**src/prom_pkg.sv**
```systemverilog
// Shared definitions for the SPI PROM command engine
// SPI opcodes, frame counter limits, block buffer sizing,
// engine state encoding and status word bit positions
`default_nettype none

package prom_pkg;

    // Flash opcodes
    localparam logic [7:0] op_wren       = 8'h06;  // Write enable
    localparam logic [7:0] op_wrdi       = 8'h04;  // Write disable
    localparam logic [7:0] op_rdid       = 8'h9F;  // Read ID, 3 bytes back
    localparam logic [7:0] op_rdsr       = 8'h05;  // Read status
    localparam logic [7:0] op_wrsr       = 8'h01;  // Write status
    localparam logic [7:0] op_read       = 8'h03;  // Read data
    localparam logic [7:0] op_fast_read  = 8'h0B;  // Read data plus dummy byte
    localparam logic [7:0] op_se         = 8'hD8;  // Sector erase
    localparam logic [7:0] op_be         = 8'hC7;  // Bulk erase
    localparam logic [7:0] op_dp         = 8'hB9;  // Deep power down
    localparam logic [7:0] op_res        = 8'hAB;  // Release, old style ID
    localparam logic [7:0] op_pp         = 8'h02;  // Page program, block only

    // Half-clock counters, value is 2*bits-1
    localparam int                 cnt_w          = 7;
    localparam logic [cnt_w-1:0]   max_frame_bits = 7'd98;  // Upper bound on send count
    localparam logic [cnt_w-1:0]   quad_cnt       = 7'd63;  // One 32-bit quadlet

    // Block buffer
    localparam int blk_depth = 16;  // Quadlets, also host credits
    localparam int blk_idx_w = 4;

    typedef enum logic [2:0] {
        st_idle,
        st_select,
        st_send,
        st_block,
        st_recv,
        st_deselect,
        st_release
    } eng_state_t;

    // Status word layout
    localparam int stat_state_lsb = 0;
    localparam int stat_state_msb = 2;
    localparam int stat_blk       = 3;
    localparam int stat_mosi      = 4;
    localparam int stat_miso      = 5;
    localparam int stat_sclk      = 6;
    localparam int stat_cs        = 7;
    localparam int stat_busy      = 8;

endpackage

`default_nettype wire
```
**src/prom_if.sv**
```systemverilog
// Internal buses of the PROM engine
// spi_frame_if carries one frame from decode to the SPI engine
// spi_rx_if carries received bits and block count to the result stage
`timescale 1ns/1ps
`default_nettype none

interface spi_frame_if import prom_pkg::*; ();
    logic             frame_valid;  // One-cycle issue strobe
    logic [31:0]      frame_data;   // Sent MSB first
    logic [cnt_w-1:0] send_cnt;     // 2*bits-1
    logic [cnt_w-1:0] recv_cnt;     // 2*bits-1, zero for none
    logic             frame_block;  // Page program with buffer streaming
    logic             frame_busy;   // Engine not idle

    modport decode (output frame_valid, frame_data, send_cnt, recv_cnt, frame_block,
                    input  frame_busy);
    modport engine (input  frame_valid, frame_data, send_cnt, recv_cnt, frame_block,
                    output frame_busy);
endinterface

interface spi_rx_if import prom_pkg::*; ();
    logic             rx_clear;   // Frame start
    logic             rx_bit;     // Sampled MISO
    logic             rx_strobe;  // rx_bit valid
    logic             rx_done;    // Frame finished
    logic [cnt_w-1:0] blk_count;  // Quadlets streamed from buffer

    modport engine (output rx_clear, rx_bit, rx_strobe, rx_done, blk_count);
    modport result (input  rx_clear, rx_bit, rx_strobe, rx_done, blk_count);
endinterface

`default_nettype wire

```
**src/prom_ctrl_top.sv**
```systemverilog
// Top level of the SPI PROM command engine
// Connects decode, block buffer, SPI engine and result stage
// and packs the status word
`timescale 1ns/1ps
`default_nettype none

module prom_ctrl_top import prom_pkg::*; (
    input  logic        clk,
    input  logic        reset,
    input  logic        cmd_wen,
    input  logic [31:0] cmd,        // Command, also block data
    input  logic        blk_start,
    input  logic        blk_wen,
    input  logic [5:0]  blk_addr,
    input  logic        blk_end,
    output logic        credit_ret,
    output logic [31:0] result,
    output logic        done,
    output logic [31:0] status,
    output logic        prom_mosi,
    input  logic        prom_miso,
    output logic        prom_sclk,
    output logic        prom_cs
);

    spi_frame_if frame_bus ();
    spi_rx_if    rx_bus ();

    logic        buf_avail;
    logic [31:0] buf_data;
    logic        buf_pop;
    logic        buf_last;
    logic        blk_err;
    eng_state_t  eng_state;

    prom_cmd_decode u_decode (
        .clk       (clk),
        .reset     (reset),
        .cmd_wen   (cmd_wen),
        .cmd       (cmd),
        .blk_start (blk_start),
        .frame     (frame_bus.decode)
    );

    prom_blk_buffer u_buffer (
        .clk        (clk),
        .reset      (reset),
        .blk_start  (blk_start),
        .blk_wen    (blk_wen),
        .blk_end    (blk_end),
        .blk_addr   (blk_addr),
        .wdata      (cmd),
        .buf_avail  (buf_avail),
        .buf_data   (buf_data),
        .buf_pop    (buf_pop),
        .buf_last   (buf_last),
        .credit_ret (credit_ret),
        .blk_err    (blk_err)
    );

    prom_spi_engine u_engine (
        .clk       (clk),
        .reset     (reset),
        .frame     (frame_bus.engine),
        .buf_avail (buf_avail),
        .buf_data  (buf_data),
        .buf_last  (buf_last),
        .buf_pop   (buf_pop),
        .rx        (rx_bus.engine),
        .prom_mosi (prom_mosi),
        .prom_sclk (prom_sclk),
        .prom_cs   (prom_cs),
        .prom_miso (prom_miso),
        .state     (eng_state)
    );

    prom_result_collect u_result (
        .clk     (clk),
        .reset   (reset),
        .rx      (rx_bus.result),
        .blk_err (blk_err),
        .result  (result),
        .done    (done)
    );

    // Live pin and state view for the host
    always_comb begin
        status                                = '0;
        status[stat_state_msb:stat_state_lsb] = eng_state;
        status[stat_blk]                      = (eng_state == st_block);
        status[stat_mosi]                     = prom_mosi;
        status[stat_miso]                     = prom_miso;
        status[stat_sclk]                     = prom_sclk;
        status[stat_cs]                       = prom_cs;
        status[stat_busy]                     = (eng_state != st_idle);
    end

endmodule

`default_nettype wire

```
**src/prom_result_collect.sv**
```systemverilog
// Result stage of the PROM engine
// Shifts received bits into the result word, reports the
// block quadlet count with the error flag, and raises done
`timescale 1ns/1ps
`default_nettype none

module prom_result_collect import prom_pkg::*; (
    input  logic        clk,
    input  logic        reset,
    spi_rx_if.result    rx,
    input  logic        blk_err,
    output logic [31:0] result,
    output logic        done
);

    logic blk_frame;  // Frame streamed at least one buffer quadlet

    assign blk_frame = (rx.blk_count != '0);

    always_ff @(posedge clk) begin
        if (!reset) begin
            result <= '0;
            done   <= 1'b0;
        end else begin
            done <= rx.rx_done;                         // One cycle, release lasts one
            if (rx.rx_clear) begin
                result <= '0;                           // Right-aligned accumulation
            end else if (rx.rx_strobe) begin
                result <= {result[30:0], rx.rx_bit};
            end else if (rx.rx_done && blk_frame) begin
                // Block program reports quadlets written, error in the top bit
                result <= {blk_err, {(31 - cnt_w){1'b0}}, rx.blk_count};
            end
        end
    end

endmodule

`default_nettype wire

```
**src/prom_spi_engine.sv**
```systemverilog
// SPI engine for the serial PROM
// Chip select sequencing, sclk from the sequence counter,
// MOSI shifting, block streaming from the buffer, MISO sampling
`timescale 1ns/1ps
`default_nettype none

module prom_spi_engine import prom_pkg::*; (
    input  logic        clk,
    input  logic        reset,
    spi_frame_if.engine frame,
    input  logic        buf_avail,
    input  logic [31:0] buf_data,
    input  logic        buf_last,
    output logic        buf_pop,
    spi_rx_if.engine    rx,
    output logic        prom_mosi,
    output logic        prom_sclk,
    output logic        prom_cs,
    input  logic        prom_miso,
    output eng_state_t  state
);

    logic [cnt_w-1:0] seqn;        // Bit 0 is sclk
    logic [cnt_w-1:0] send_cnt;
    logic [cnt_w-1:0] recv_cnt;
    logic [31:0]      shift_q;     // MSB drives MOSI
    logic             blk_mode;
    logic             blk_loaded;  // Current quadlet taken from buffer
    logic [cnt_w-1:0] blk_count;

    assign prom_sclk        = seqn[0];
    assign prom_mosi        = shift_q[31];
    assign frame.frame_busy = (state != st_idle);

    // Pop only at a quadlet boundary with sclk low
    assign buf_pop = (state == st_block) && !blk_loaded && buf_avail;

    // Result side sees one strobe per low sclk phase in recv
    assign rx.rx_clear  = (state == st_select);
    assign rx.rx_bit    = prom_miso;
    assign rx.rx_strobe = (state == st_recv) && !seqn[0];
    assign rx.rx_done   = (state == st_release);
    assign rx.blk_count = blk_count;

    always_ff @(posedge clk) begin
        if (!reset) begin
            state      <= st_idle;
            seqn       <= '0;
            prom_cs    <= 1'b1;
            shift_q    <= '0;
            blk_mode   <= 1'b0;
            blk_loaded <= 1'b0;
            blk_count  <= '0;
        end else begin
            case (state)
                st_idle: begin
                    if (frame.frame_valid) begin
                        shift_q   <= frame.frame_data;
                        send_cnt  <= frame.send_cnt;
                        recv_cnt  <= frame.recv_cnt;
                        blk_mode  <= frame.frame_block;
                        blk_count <= '0;
                        seqn      <= '0;
                        state     <= st_select;
                    end
                end
                st_select: begin
                    prom_cs <= 1'b0;                    // Chip select falls with sclk low
                    state   <= st_send;
                end
                st_send: begin
                    if (prom_sclk) shift_q <= shift_q << 1;  // Next bit at falling sclk
                    if (seqn == send_cnt) begin
                        seqn       <= '0;
                        blk_loaded <= 1'b0;
                        if (blk_mode) state <= st_block;
                        else if (recv_cnt == '0) state <= st_deselect;
                        else state <= st_recv;
                    end else begin
                        seqn <= seqn + 1'b1;
                    end
                end
                st_block: begin
                    if (!blk_loaded) begin
                        if (buf_avail) begin
                            shift_q    <= buf_data;
                            blk_loaded <= 1'b1;
                            blk_count  <= blk_count + 1'b1;
                        end else if (buf_last) begin
                            state <= st_deselect;   // Host finished and buffer drained
                        end
                        // Otherwise stall here with sclk low
                    end else begin
                        if (prom_sclk) shift_q <= shift_q << 1;
                        if (seqn == quad_cnt) begin
                            seqn       <= '0;
                            blk_loaded <= 1'b0;
                        end else begin
                            seqn <= seqn + 1'b1;
                        end
                    end
                end
                st_recv: begin
                    seqn <= seqn + 1'b1;            // Ends on an even count, sclk low
                    if (seqn == recv_cnt) state <= st_deselect;
                end
                st_deselect: begin
                    prom_cs <= 1'b1;
                    state   <= st_release;
                end
                st_release: begin
                    seqn  <= '0;
                    state <= st_idle;
                end
                default: state <= st_idle;
            endcase
        end
    end

endmodule

`default_nettype wire

```
**src/prom_blk_buffer.sv**
```systemverilog
// Block write buffer between host and SPI engine
// Circular quadlet store with host address check,
// credit return on each pop and end-of-block tracking
`timescale 1ns/1ps
`default_nettype none

module prom_blk_buffer import prom_pkg::*; (
    input  logic        clk,
    input  logic        reset,
    input  logic        blk_start,
    input  logic        blk_wen,
    input  logic        blk_end,
    input  logic [5:0]  blk_addr,
    input  logic [31:0] wdata,
    output logic        buf_avail,
    output logic [31:0] buf_data,
    input  logic        buf_pop,
    output logic        buf_last,
    output logic        credit_ret,
    output logic        blk_err
);

    logic [31:0]          mem [blk_depth];
    logic [5:0]           wr_seq;     // Expected host address
    logic [blk_idx_w-1:0] rd_idx;
    logic [blk_idx_w:0]   fill;       // Entries held
    logic                 blk_open;   // Between blk_start and blk_end
    logic                 wr_ok;

    // Full buffer means the host wrote without a credit
    assign wr_ok     = blk_wen && blk_open && (blk_addr == wr_seq)
                       && (fill != (blk_idx_w + 1)'(blk_depth));
    assign buf_avail = (fill != '0);
    assign buf_data  = mem[rd_idx];                 // Head, valid with buf_avail

    always_ff @(posedge clk) begin
        if (wr_ok) mem[wr_seq[blk_idx_w-1:0]] <= wdata;
    end

    always_ff @(posedge clk) begin
        if (!reset) begin
            wr_seq     <= '0;
            rd_idx     <= '0;
            fill       <= '0;
            blk_open   <= 1'b0;
            buf_last   <= 1'b0;
            blk_err    <= 1'b0;
            credit_ret <= 1'b0;
        end else begin
            credit_ret <= buf_pop;                  // One credit per consumed quadlet
            if (blk_start) begin
                wr_seq   <= '0;
                rd_idx   <= '0;
                fill     <= '0;
                blk_open <= 1'b1;
                buf_last <= 1'b0;
                blk_err  <= 1'b0;
            end else begin
                if (wr_ok) wr_seq <= wr_seq + 1'b1;
                else if (blk_wen) blk_err <= 1'b1;  // Sticky until next block
                if (buf_pop) rd_idx <= rd_idx + 1'b1;
                case ({wr_ok, buf_pop})
                    2'b10:   fill <= fill + 1'b1;
                    2'b01:   fill <= fill - 1'b1;
                    default: fill <= fill;
                endcase
                if (blk_end && blk_open) begin
                    blk_open <= 1'b0;
                    buf_last <= 1'b1;               // Empty now means frame done
                end
            end
        end
    end

endmodule

`default_nettype wire

```
**src/prom_cmd_decode.sv**
```systemverilog
// Command decode for the PROM engine
// Maps the opcode of a host quadlet to send and receive counts
// and issues single or block frames to the SPI engine
`timescale 1ns/1ps
`default_nettype none

module prom_cmd_decode import prom_pkg::*; (
    input  logic        clk,
    input  logic        reset,
    input  logic        cmd_wen,
    input  logic [31:0] cmd,
    input  logic        blk_start,
    spi_frame_if.decode frame
);

    logic [cnt_w-1:0] snd_lut;   // Send count for this opcode
    logic [cnt_w-1:0] rcv_lut;   // Receive count for this opcode
    logic             op_known;  // Opcode has a frame
    logic             can_issue;

    // Never stack a frame on a busy engine or a pending strobe
    assign can_issue = !frame.frame_busy && !frame.frame_valid;

    // Opcode table, one byte out unless stated
    always_comb begin
        snd_lut  = 7'd15;
        rcv_lut  = 7'd0;
        op_known = 1'b1;
        case (cmd[31:24])
            op_wren, op_wrdi, op_be, op_dp: begin
            end
            op_rdid: rcv_lut = 7'd47;       // 24-bit ID
            op_rdsr: rcv_lut = 7'd15;       // Status byte
            op_wrsr: snd_lut = 7'd31;       // Opcode plus status byte
            op_read: begin
                snd_lut = 7'd63;            // Opcode plus 24-bit address
                rcv_lut = 7'd63;
            end
            op_fast_read: begin
                snd_lut = 7'd79;            // Trailing dummy byte shifts out as zero
                rcv_lut = 7'd63;
            end
            op_se: snd_lut = 7'd63;
            op_res: begin
                snd_lut = 7'd63;            // Three dummy bytes
                rcv_lut = 7'd15;
            end
            default: op_known = 1'b0;       // No-op and unknown opcodes
        endcase
    end

    always_ff @(posedge clk) begin
        if (!reset) begin
            frame.frame_valid <= 1'b0;
            frame.frame_block <= 1'b0;
        end else begin
            frame.frame_valid <= 1'b0;              // Single-cycle strobe
            if (can_issue) begin
                if (blk_start) begin
                    // First quadlet of page program is opcode plus address
                    frame.frame_valid <= 1'b1;
                    frame.frame_block <= 1'b1;
                    frame.frame_data  <= {op_pp, cmd[23:0]};
                    frame.send_cnt    <= quad_cnt;
                    frame.recv_cnt    <= '0;
                end else if (cmd_wen && op_known && (snd_lut < max_frame_bits)) begin
                    frame.frame_valid <= 1'b1;
                    frame.frame_block <= 1'b0;
                    frame.frame_data  <= cmd;
                    frame.send_cnt    <= snd_lut;
                    frame.recv_cnt    <= rcv_lut;
                end
            end
        end
    end

endmodule

`default_nettype wire

```
**config.mk**
```make
export PLATFORM = sky130hd
export DESIGN_NAME = prom_ctrl_top
export DESIGN_NICKNAME = d
export VERILOG_FILES = /design/src/prom_pkg.sv /design/src/prom_if.sv /design/src/prom_ctrl_top.sv /design/src/prom_result_collect.sv /design/src/prom_spi_engine.sv /design/src/prom_blk_buffer.sv /design/src/prom_cmd_decode.sv
export SDC_FILE = /design/constraint.sdc
export NUM_CORES = 1
export LEC_CHECK = 0
export BUFFER_PORTS_ARGS = -buffer_cell sky130_fd_sc_hd__buf_2
export CORE_MARGIN = 2
export CORE_UTILIZATION = 40
export CTS_BUF_LIST = sky130_fd_sc_hd__clkbuf_4
export CTS_CLUSTER_SIZE = 10
export DETAILED_ROUTE_END_ITERATION = 12
export GPL_TIMING_DRIVEN = 1
export PLACE_DENSITY_LB_ADDON = 0.25
export SLEW_MARGIN = 0
export SYNTH_ARGS = -nofsm -noshare
export SYNTH_HDL_FRONTEND = slang
export SYNTH_SLANG_ARGS = --single-unit
export TNS_END_PERCENT = 5
```
**constraint.sdc**
```tcl
create_clock -name clk -period 4.7 [get_ports clk]
set_input_delay 0.94 -clock clk [delete_from_list [all_inputs] [get_ports clk]]
set_output_delay 0.94 -clock clk [all_outputs]
set_load 0.03 [all_outputs]
```
==> impl_metrics.env, run 1 <==
export IMPL_cts_hold_fix_buffers=0
export IMPL_crit_reg_reg_startpoint="u_buffer.wr_seq[3]$_SDFFE_PP0P_"
export IMPL_synthToLayoutAreaGrowth_pct=14.0
export IMPL_netlist_top_cells_area="sky130_fd_sc_hd__edfxtp_1, sky130_fd_sc_hd__dfxtp_1, sky130_fd_sc_hd__mux4_2"
export IMPL_place_hpwl_mm=36.8
export IMPL_yosys_warnings=0
export IMPL_multi_input_logic_area_um2=7350
export IMPL_drtIter0Drc=1191
export IMPL_final_weighted_congestion_of_routability_driven_global_placement=0.782
export IMPL_fmax_ghz=0.299
export IMPL_criticalPathCategory="flip-flop to flip-flop"
export IMPL_design_portCount=114
export IMPL_antenna_violations_before_repair=4
export IMPL_hold_slack_ns=0.204
export IMPL_hold_path_startpoint="blk_end"
export IMPL_report_power_total_mw=11.8
export IMPL_final_cells=2885
export IMPL_register_bit_total_from_synthesis=666
export IMPL_floorplan_die_width_um=262
export IMPL_route_detailed_wl_per_inst_um=22.4
export IMPL_post_synth_top_count_cell="sky130_fd_sc_hd__edfxtp_1"
export IMPL_postRouteWirelength_mm=64.7
export IMPL_vdd_ir_drop_worst_uv=227
export IMPL_post_synth_most_frequent_cells="sky130_fd_sc_hd__edfxtp_1, sky130_fd_sc_hd__mux2i_1, sky130_fd_sc_hd__nor2_1"
export IMPL_io_buffers=90
export IMPL_clkLatencyLatePin_ns=1.05
export IMPL_worst_clock_skew_ns=0.0946
export IMPL_globalRouteOverflowTotal=0
export IMPL_vias_per_cell=5.44
export IMPL_track_usage_pct=19.0
export IMPL_cts_htree_levels=4
export IMPL_count_of_flip_flops_with_a_built_in_enable_after_synthesis=556
export IMPL_cp_required_ns=5.61
export IMPL_nNetsFinal=1942
export IMPL_final_core_util_pct=46.1
export IMPL_synthDistinctLibCells=68
export IMPL_postSynthAreaPerCell_um2=15.8
export IMPL_async_reset_ff_share_pct=0
export IMPL_number_of_failing_setup_endpoints_in_the_final_timing_report=0
export IMPL_worstPathArrival_ns=4.26
export IMPL_hp_class="input pin to flip-flop"
export IMPL_grt_pass1_vias=16200
export IMPL_numPlacedInstances=2576
export IMPL_cp_startpoint="u_buffer.wr_seq[3]$_SDFFE_PP0P_"
export IMPL_most_used_flip_flop_cell_after_synthesis="sky130_fd_sc_hd__edfxtp_1"
export IMPL_fraction_of_layout_instances_using_a_drive_strength_above_1_pct=27.5
export IMPL_dr_total_vias=15700
export IMPL_cts_tree="built"
export IMPL_maximum_number_of_pins_on_one_net_before_global_route_repair=64
export IMPL_placement_setup_worst_slack_ns=0.812
export IMPL_endpoints_failing_hold=0
export IMPL_drc_errors=0
export IMPL_cts_repair_resize_count=0
export IMPL_post_route_period_util_pct=71.3
export IMPL_initial_util_pct=40.5
export IMPL_drt_first_pass_iters=7
export IMPL_cts_buffers=171
export IMPL_grt_first_pass_wirelength_mm=98.5
export IMPL_synthesis_instances=1691
export IMPL_sequential_cell_area_um2=18900
export IMPL_post_cts_setup_buffers=0
export IMPL_grt_setup_unrepaired="false"
export IMPL_final_cell_area_um2=30400
export IMPL_ctsRootBufferMaster="sky130_fd_sc_hd__clkbuf_4"
export IMPL_ys_seq_area_share_pct=70.8
export IMPL_cts_reportedPaths_clkPinSlew_ns=0.07
export IMPL_timing_critical_path_from_type="flip-flop"
export IMPL_p_leak_nw=10.0
export IMPL_number_of_routed_nets_with_antenna_violations=0
export IMPL_core_region_area_um2=66000
export IMPL_fp_dieArea_um2=68900
export IMPL_timing_critical_path_fanout_max=11
export IMPL_final_fill_count=5816
export IMPL_detailed_place_area_um2=28200
export IMPL_setup_worst_path_end_class="flip-flop"
export IMPL_report_final_slew_viol_count=0
export IMPL_std_cell_rows=94
export IMPL_min_clock_period_post_route_ns=3.35
export IMPL_synth_top_cell_by_area="sky130_fd_sc_hd__edfxtp_1"
export IMPL_p_per_area_nw_per_um2=389
export IMPL_clkSinkCount=666
export IMPL_die_h_um=262
export IMPL_worst_slew_pin_slew_ns=1.20
export IMPL_cts_path_max_buffers=3
export IMPL_cap_viol_max_count=0
export IMPL_run_status="completed"
export IMPL_final_setup_tns_ns=0
export IMPL_slew_headroom_pct=20.0
export IMPL_synthDominantCellAreaShare_pct=62.5
export IMPL_setup_slack_ns=1.35
export IMPL_mappedNetlistArea_um2=26700
==> per-layer routing <==
metal / track usage (%) / vias up / part of all wire (%)
li1: - / 7084 / -
met1: 24.9 / 7974 / 44
met2: 30.3 / 513 / 48
met3: 4.65 / 115 / 5.8
met4: 8.00 / 0 / 2.7
met5: 0 / - / 0
==> final cells by class <==
cell class / instances / area share [%]
antenna: 5 / 0.0411
clock buffer: 259 / 6.39
clock inverter: 45 / 0.925
inverter: 16 / 0.197
multi-input combinational: 900 / 24.1
sequential: 666 / 62.1
tap: 864 / 3.55
timing repair buffer: 130 / 2.67
==> state kept, by name (all words and copies together), names as in the netlist, 3 cells and up, named ones only <==
signal and cells:
u_engine.seqn 7, u_buffer.rd_idx 4, u_decode.frame.recv_cnt 3, u_decode.frame.send_cnt 3, u_buffer.mem 512, u_engine.shift_q 32
u_engine.state 3, u_engine.recv_cnt 3, u_engine.send_cnt 3, u_engine.rx.blk_count 7, u_buffer.fill 5, u_decode.frame.frame_data 32
u_buffer.wr_seq 6, u_result.result 32
==> kinds of logic (layout without fill, tap and decap cells) <==
group | after synthesis | after routing | synth area share [%]
DFF | 666 | 666 | 70.8
and+or+nand+nor | 361 | 361 | 6.53
AOI/OAI and AO/OA | 251 | 251 | 6.91
muxes | 227 | 227 | 11.7
buffers and inverters | 147 | 450 | 2.72
xor gates and xnor gates | 26 | 26 | 0.853
adders and majority gates | 12 | 12 | 0.562
other | 1 | 28 | 0.0140
==> worst paths after layout <==
| kind | end | slack (ns) | cells after the start |
|---|---|---|---|
| worst max-delay path | u_buffer.fill[4]$_SDFFE_PP0P_ | 1.35 | 12 |
| worst min-delay path | u_buffer.buf_last$_SDFFE_PP0P_ | 0.20 | 3 |
| worst max register to register | u_buffer.fill[4]$_SDFFE_PP0P_ | 1.35 | 12 |
| worst min register to register | u_engine.send_cnt[6]$_DFFE_PP_ | 0.43 | 0 |
==> placed cells by master, fill, tap and decap left out, types with 6 or more instances in the layout <==
| master | instances |
|---|---|
| sky130_fd_sc_hd__edfxtp_1 | 556 |
| sky130_fd_sc_hd__clkbuf_4 | 259 |
| sky130_fd_sc_hd__mux2i_1 | 132 |
| sky130_fd_sc_hd__nor2_1 | 112 |
| sky130_fd_sc_hd__dfxtp_1 | 107 |
| sky130_fd_sc_hd__buf_2 | 90 |
| sky130_fd_sc_hd__a22oi_1 | 89 |
| sky130_fd_sc_hd__nand2_1 | 78 |
| sky130_fd_sc_hd__mux4_2 | 64 |
| sky130_fd_sc_hd__nor3_1 | 37 |
| sky130_fd_sc_hd__buf_4 | 35 |
| sky130_fd_sc_hd__o22ai_1 | 34 |
| sky130_fd_sc_hd__a21oi_1 | 32 |
| sky130_fd_sc_hd__a32o_1 | 32 |
| sky130_fd_sc_hd__mux2_2 | 31 |
| sky130_fd_sc_hd__nand3_1 | 26 |
| sky130_fd_sc_hd__clkinv_1 | 26 |
| sky130_fd_sc_hd__conb_1 | 23 |
| sky130_fd_sc_hd__xor2_1 | 15 |
| sky130_fd_sc_hd__inv_1 | 14 |
| sky130_fd_sc_hd__nor2b_1 | 13 |
| sky130_fd_sc_hd__or2_2 | 13 |
| sky130_fd_sc_hd__nor2_4 | 12 |
| sky130_fd_sc_hd__ha_1 | 12 |
| sky130_fd_sc_hd__o21ai_0 | 11 |
| sky130_fd_sc_hd__xnor2_1 | 11 |
| sky130_fd_sc_hd__nand4_1 | 9 |
| sky130_fd_sc_hd__and3_1 | 8 |
| sky130_fd_sc_hd__a21boi_0 | 8 |
| sky130_fd_sc_hd__nor3_2 | 6 |
| sky130_fd_sc_hd__nand2b_1 | 6 |
| sky130_fd_sc_hd__and2_1 | 6 |
==> worst max-delay path, cell delays in order, from the launching register on <==
cell and delay (ns):
sky130_fd_sc_hd__dfxtp_1 0.64, sky130_fd_sc_hd__xor2_1 0.18, sky130_fd_sc_hd__nor4_4 0.26, sky130_fd_sc_hd__and3_1 0.41
sky130_fd_sc_hd__inv_2 0.12, sky130_fd_sc_hd__ha_1 0.32, sky130_fd_sc_hd__xor2_1 0.18, sky130_fd_sc_hd__ha_1 0.23
sky130_fd_sc_hd__a211o_1 0.28, sky130_fd_sc_hd__a21oi_1 0.14, sky130_fd_sc_hd__a221oi_1 0.07, sky130_fd_sc_hd__or3_1 0.32
sky130_fd_sc_hd__a21oi_1 0.14
==> power breakdown <==
part / switching [mW] / internal, mW
clock: 2.37 / 2.64
combinational: 0.256 / 0.103
sequential: 0.0446 / 6.43
total: 2.67 / 9.17
Power figures use the tool's default switching activity.
==> run 2: changes to the inputs <==
==> constraint.sdc (replaced) <==
create_clock -name clk -period 3.5 [get_ports clk]
set_input_delay 0.7 -clock clk [delete_from_list [all_inputs] [get_ports clk]]
set_output_delay 0.7 -clock clk [all_outputs]
set_load 0.03 [all_outputs]
==> run 2 against run 1 <==
  * Clock power is 34% higher
  * Critical path depth stayed put
  * Register-to-register slack worse by 0.86 ns
  * Via count is 0.21% higher
  * Critical endpoint unchanged
  * Highest routed layer unchanged
  * Sequential share of layout area is 1.2 points lower
  * Global-route usage is 0.20 points lower
  * Die area stayed put
  * Clock-buffer cell count is 21 higher
  * Sequential power is 34% higher
  * Largest power group unchanged
  * Fmax is 11% higher
  * Wire length is 0.49% lower
==> impl_metrics.env, run 2 (synthesized netlist as in run 1, its figures left out) <==
export IMPL_run_status="completed"
export IMPL_report_power_total_mw=15.9
export IMPL_cp_required_ns=4.41
export IMPL_die_h_um=262
export IMPL_grt_setup_unrepaired="false"
export IMPL_cts_path_max_buffers=3
export IMPL_globalRouteOverflowTotal=0
export IMPL_number_of_failing_setup_endpoints_in_the_final_timing_report=0
export IMPL_track_usage_pct=18.8
export IMPL_worstPathArrival_ns=3.91
export IMPL_fraction_of_layout_instances_using_a_drive_strength_above_1_pct=28.4
export IMPL_vdd_ir_drop_worst_uv=280
export IMPL_sequential_cell_area_um2=18900
export IMPL_final_core_util_pct=47.1
export IMPL_numPlacedInstances=2593
export IMPL_fmax_ghz=0.333
export IMPL_drt_first_pass_iters=6
export IMPL_maximum_number_of_pins_on_one_net_before_global_route_repair=54
export IMPL_cts_buffers=168
export IMPL_postRouteWirelength_mm=64.3
export IMPL_cts_hold_fix_buffers=24
export IMPL_post_route_period_util_pct=85.9
export IMPL_setup_slack_ns=0.495
export IMPL_synthToLayoutAreaGrowth_pct=16.3
export IMPL_dr_total_vias=15700
export IMPL_placement_setup_worst_slack_ns=0.156
export IMPL_endpoints_failing_hold=0
export IMPL_fp_dieArea_um2=68900
export IMPL_p_leak_nw=10.3
export IMPL_place_hpwl_mm=36.6
export IMPL_final_cells=2934
export IMPL_antenna_violations_before_repair=3
export IMPL_grt_first_pass_wirelength_mm=97.0
export IMPL_timing_critical_path_fanout_max=11
export IMPL_post_cts_setup_buffers=0
export IMPL_initial_util_pct=40.5
export IMPL_final_fill_count=5775
export IMPL_cts_reportedPaths_clkPinSlew_ns=0.07
export IMPL_ctsRootBufferMaster="sky130_fd_sc_hd__clkbuf_4"
export IMPL_worst_clock_skew_ns=0.0818
export IMPL_path_cells="xor2_1, nor4_4, and3_1, inv_2, ha_1, xor2_1, ha_1, a211o_1, a21oi_1, a221oi_1, or3_1, a21oi_1"
export IMPL_largest_register_ff_count=512
export IMPL_crit_path_max_incr_delay_ns=0.63
export IMPL_floorplan_die_width_um=262
export IMPL_min_clock_period_post_route_ns=3.01
export IMPL_p_per_area_nw_per_um2=512
export IMPL_crit_path_top_delay_cell="sky130_fd_sc_hd__dfxtp_1"
export IMPL_cts_repair_resize_count=0
export IMPL_clkLatencyLatePin_ns=1.02
export IMPL_drtIter0Drc=1123
export IMPL_cts_htree_levels=4
export IMPL_slew_headroom_pct=21.2
export IMPL_vias_per_cell=5.36
export IMPL_timing_critical_path_from_type="flip-flop"
export IMPL_clkSinkCount=666
export IMPL_drc_errors=0
export IMPL_nNetsFinal=1980
export IMPL_grt_pass1_vias=15900
export IMPL_report_final_slew_viol_count=0
export IMPL_io_buffers=90
export IMPL_cap_viol_max_count=0
export IMPL_criticalPathCategory="flip-flop to flip-flop"
export IMPL_design_portCount=114
export IMPL_crit_buf_inv=1
export IMPL_setup_worst_path_end_class="flip-flop"
export IMPL_hp_class="input pin to flip-flop"
export IMPL_core_region_area_um2=66000
export IMPL_multi_input_logic_area_um2=7340
export IMPL_layout_cells_most_common="sky130_fd_sc_hd__edfxtp_1"
export IMPL_worst_slew_pin_slew_ns=1.18
export IMPL_cts_tree="built"
export IMPL_number_of_routed_nets_with_antenna_violations=0
export IMPL_most_common_layout_cells="sky130_fd_sc_hd__edfxtp_1, sky130_fd_sc_hd__clkbuf_4, sky130_fd_sc_hd__mux2i_1, sky130_fd_sc_hd__nor2_1, sky130_fd_sc_hd__dfxtp_1"
export IMPL_std_cell_rows=94
export IMPL_hold_slack_ns=0.122
export IMPL_final_weighted_congestion_of_routability_driven_global_placement=0.792
export IMPL_timing_critical_path_max_delay_family="simple AND/OR/NAND/NOR gates"
export IMPL_route_detailed_wl_per_inst_um=21.9
## run 2: cell count changes in the layout (fill, tap and decap cells not counted), sizes merged
cell | previous run | this run
dlygate4sd3 | 0 | 24
clkbuf | 259 | 280
buf | 130 | 147
clkinv | 32 | 23
inv | 24 | 21
bufinv | 2 | 0
clkinvlp | 3 | 5
diode | 5 | 4
## run 2: metal layers
| layer | GRT usage (%) | wire [um] | share of wire, % |
|---|---|---|---|
| met4 | 7.64 | 1530 | 2.4 |
| met2 | 30.0 | 30700 | 48 |
| met5 | 0 | 0 | 0 |
| met1 | 24.6 | 28100 | 44 |
| met3 | 4.73 | 4080 | 6.3 |
## run 2: power breakdown
part | switching [mW] | internal [mW]
clock | 3.09 | 3.61
sequential | 0.0496 | 8.64
combinational | 0.349 | 0.163
## run 2: worst paths after layout
check	slack, ns	cells past startpoint	start	end
worst max-delay path	0.49	12	u_buffer.wr_seq[3]$_SDFFE_PP0P_	u_buffer.fill[4]$_SDFFE_PP0P_
worst min-delay path	0.12	1	cmd[3]	u_buffer.mem[14][3]$_DFFE_PP_
worst max register to register	0.49	12	u_buffer.wr_seq[3]$_SDFFE_PP0P_	u_buffer.fill[4]$_SDFFE_PP0P_
worst min register to register	0.43	0	u_decode.frame.send_cnt[5]$_SDFFCE_PP1P_	u_engine.send_cnt[5]$_DFFE_PP_
## run 2: cell type report
cell class,instances,share of cell area (%)
sequential,666,60.9
multi-input combinational,900,23.7
clock buffer,280,6.77
timing repair buffer,171,4.45
tap,864,3.48
clock inverter,33,0.540
inverter,16,0.193
antenna,4,0.0322
## run 2: per-stage QoR
| step | TNS (ns) | area [um^2] |
|---|---|---|
| 2_1_floorplan | -63.95 | 26800 |
| 3_3_place_gp | 0 | 28500 |
| 3_5_place_dp | 0 | 28500 |
| 4_1_cts | 0 | 31000 |
| 5_1_grt | 0 | 31100 |
| 6_report | 0 | 31100 |
==> run 3: changes to the inputs <==
--- a/config.mk
+++ b/config.mk
@@ -13,6 +13,7 @@
 export DETAILED_ROUTE_END_ITERATION = 12
 export GPL_TIMING_DRIVEN = 1
 export PLACE_DENSITY_LB_ADDON = 0.25
+export RECOVER_POWER = 25
 export SLEW_MARGIN = 0
 export SYNTH_ARGS = -nofsm -noshare
 export SYNTH_HDL_FRONTEND = slang
==> run 3 against run 2 <==
  * Setup slack got worse by 0.013 ns
  * Critical path depth unchanged
  * Fmax decreased by 0.42%
  * Final cell count unchanged
  * Clock skew about the same
  * Core utilization decreased by 0.078 points
  * Total power about the same
  * First-iteration DRC count increased by 6.8%
  * Critical path type unchanged
  * Largest cell class unchanged
==> impl_metrics.env, run 3 (synthesized netlist as in run 1, its figures left out) <==
export IMPL_cts_htree_levels=4
export IMPL_timing_critical_path_from_type="flip-flop"
export IMPL_initial_util_pct=40.5
export IMPL_min_clock_period_post_route_ns=3.02
export IMPL_cts_repair_resize_count=0
export IMPL_worstHoldEndpoint="u_decode.frame.frame_block$_SDFFE_PN0P_"
export IMPL_hold_path_startpoint="cmd_wen"
export IMPL_post_route_period_util_pct=86.2
export IMPL_detailed_place_area_um2=28500
export IMPL_drtIter0Drc=1199
export IMPL_final_cell_area_um2=31000
export IMPL_reg2reg_setup_slack_ns=0.48
export IMPL_dr_total_vias=15800
export IMPL_postRouteWirelength_mm=64.4
export IMPL_p_per_area_nw_per_um2=513
export IMPL_hold_path_depth=3
export IMPL_final_weighted_congestion_of_routability_driven_global_placement=0.792
export IMPL_report_power_total_mw=15.9
export IMPL_place_hpwl_mm=36.6
export IMPL_synthToLayoutAreaGrowth_pct=16.1
export IMPL_crit_reg_reg_startpoint="u_buffer.wr_seq[3]$_SDFFE_PP0P_"
export IMPL_most_common_layout_cells="sky130_fd_sc_hd__edfxtp_1, sky130_fd_sc_hd__clkbuf_4, sky130_fd_sc_hd__mux2i_1, sky130_fd_sc_hd__nor2_1, sky130_fd_sc_hd__dfxtp_1"
export IMPL_route_detailed_wl_per_inst_um=22.0
export IMPL_slew_headroom_pct=19.9
export IMPL_ctsRootBufferMaster="sky130_fd_sc_hd__clkbuf_4"
export IMPL_number_of_failing_setup_endpoints_in_the_final_timing_report=0
export IMPL_track_usage_pct=18.8
export IMPL_hp_class="input pin to flip-flop"
export IMPL_path_cells="xor2_1, nor4_4, and3_1, inv_2, ha_1, xor2_1, ha_1, a211o_1, a21oi_1, a221oi_1, or3_1, a21oi_1"
export IMPL_run_status="completed"
export IMPL_io_buffers=90
export IMPL_design_portCount=114
export IMPL_r2r_end="u_buffer.fill[4]$_SDFFE_PP0P_"
export IMPL_grt_first_pass_wirelength_mm=97.0
export IMPL_number_of_routed_nets_with_antenna_violations=0
export IMPL_antenna_violations_before_repair=2
export IMPL_floorplan_die_width_um=262
export IMPL_grt_pass1_vias=15900
export IMPL_crit_path_max_incr_delay_ns=0.63
export IMPL_clkLatencyLatePin_ns=1.02
export IMPL_timing_reg2reg_worst_path_depth=12
export IMPL_std_cell_rows=94
export IMPL_maximum_number_of_pins_on_one_net_before_global_route_repair=54
export IMPL_met2RoutedLength_mm=30.6
export IMPL_largest_register_ff_count=512
export IMPL_nNetsFinal=1980
export IMPL_cts_buffers=168
export IMPL_topRoutingLayerUsed="met4"
export IMPL_criticalPathCategory="flip-flop to flip-flop"
export IMPL_cp_required_ns=4.40
export IMPL_cap_viol_max_count=0
export IMPL_p_leak_nw=10.2
export IMPL_setup_worst_path_end_class="flip-flop"
export IMPL_layout_cells_most_common="sky130_fd_sc_hd__edfxtp_1"
export IMPL_cts_reportedPaths_clkPinSlew_ns=0.06
export IMPL_cts_path_max_buffers=3
export IMPL_report_final_slew_viol_count=0
export IMPL_worst_slew_pin_slew_ns=1.20
export IMPL_fp_dieArea_um2=68900
export IMPL_worstPathArrival_ns=3.92
export IMPL_endpoints_failing_hold=0
export IMPL_core_region_area_um2=66000
export IMPL_clkSinkCount=666
export IMPL_drc_errors=0
export IMPL_cts_tree="built"
export IMPL_grt_setup_unrepaired="false"
export IMPL_fraction_of_layout_instances_using_a_drive_strength_above_1_pct=26.9
export IMPL_met3_length_mm=3.90
export IMPL_crit_path_top_delay_cell="sky130_fd_sc_hd__dfxtp_1"
export IMPL_globalRouteOverflowTotal=0
export IMPL_drt_first_pass_iters=5
export IMPL_vias_per_cell=5.37
export IMPL_vdd_ir_drop_worst_uv=278
export IMPL_fmax_ghz=0.331
export IMPL_die_h_um=262
export IMPL_worst_clock_skew_ns=0.0815
export IMPL_timing_critical_path_fanout_max=11
export IMPL_wl_met1_mm=28.3
[run 3: cell count changes in the layout (fill, tap and decap cells not counted), sizes merged]
cell,previous run,this run
buf,147,116
clkbuf,280,311
[run 3: what timing repair did]
| item | 4_1_cts | 5_1_grt |
|---|---|---|
| hold buffers | 24 | 0 |
| buffers inserted | 0 | 0 |
| hold endpoints to repair | 271 | 0 |
[run 3: worst max path at each step]
stage | start | end
3_3_place_gp | blk_addr[4] | u_buffer.fill[4]$_SDFFE_PP0P_
3_5_place_dp | blk_addr[4] | u_buffer.fill[4]$_SDFFE_PP0P_
6_report | u_buffer.wr_seq[3]$_SDFFE_PP0P_ | u_buffer.fill[4]$_SDFFE_PP0P_
2_1_floorplan | blk_addr[4] | u_buffer.mem[1][0]$_DFFE_PP_
5_1_grt | u_engine.state[2]$_SDFFE_PN0P_ | status[8]
4_1_cts | u_engine.state[2]$_SDFFE_PN0P_ | status[8]
[run 3: power by group]
group	internal [mW]	switching, mW
Sequential	8.64	0.0500
Combinational	0.156	0.349
Clock	3.61	3.10
[run 3: per-stage QoR]
stage	setup slack (ns)	cells	setup TNS (ns)	hold WS, ns	util [%]
floorplan	-0.723	1713	-63.95	0.400	-
global placement	0.182	2593	0	0.412	43.2
detailed placement	0.156	2593	0	0.415	43.2
CTS	0.400	2930	0	0.00828	47.0
global route	0.283	2934	0	0.0943	47.0
finish	0.482	2934	0	0.189	47.0
[run 3: worst max-delay path: cells and delay by family (launching register included)]
family,cells,cell delay [ns]
AND/OR/NAND/NOR,3,0.75
flip-flops,1,0.63
AO/OA/AOI/OAI,4,0.62
adder cells (fa/ha/maj),2,0.53
XOR/XNOR,2,0.36
buffers and inverters,1,0.07
[run 3: final cells by class]
class / instances / area, um^2
Clock inverter: 33 / 168
Fill cell: 5785 / 35000
Antenna cell: 4 / 10.0
Timing Repair Buffer: 171 / 1330
Clock buffer: 280 / 2100
Inverter: 16 / 60.1
Sequential cell: 666 / 18900
Multi-Input combinational cell: 900 / 7340
Tap cell: 864 / 1080
[run 3: metal layers]
layer	up-vias	track usage, %
met5	-	0
met4	0	7.64
met3	110	4.73
met2	543	30.0
met1	7937	24.6
li1	7160	-
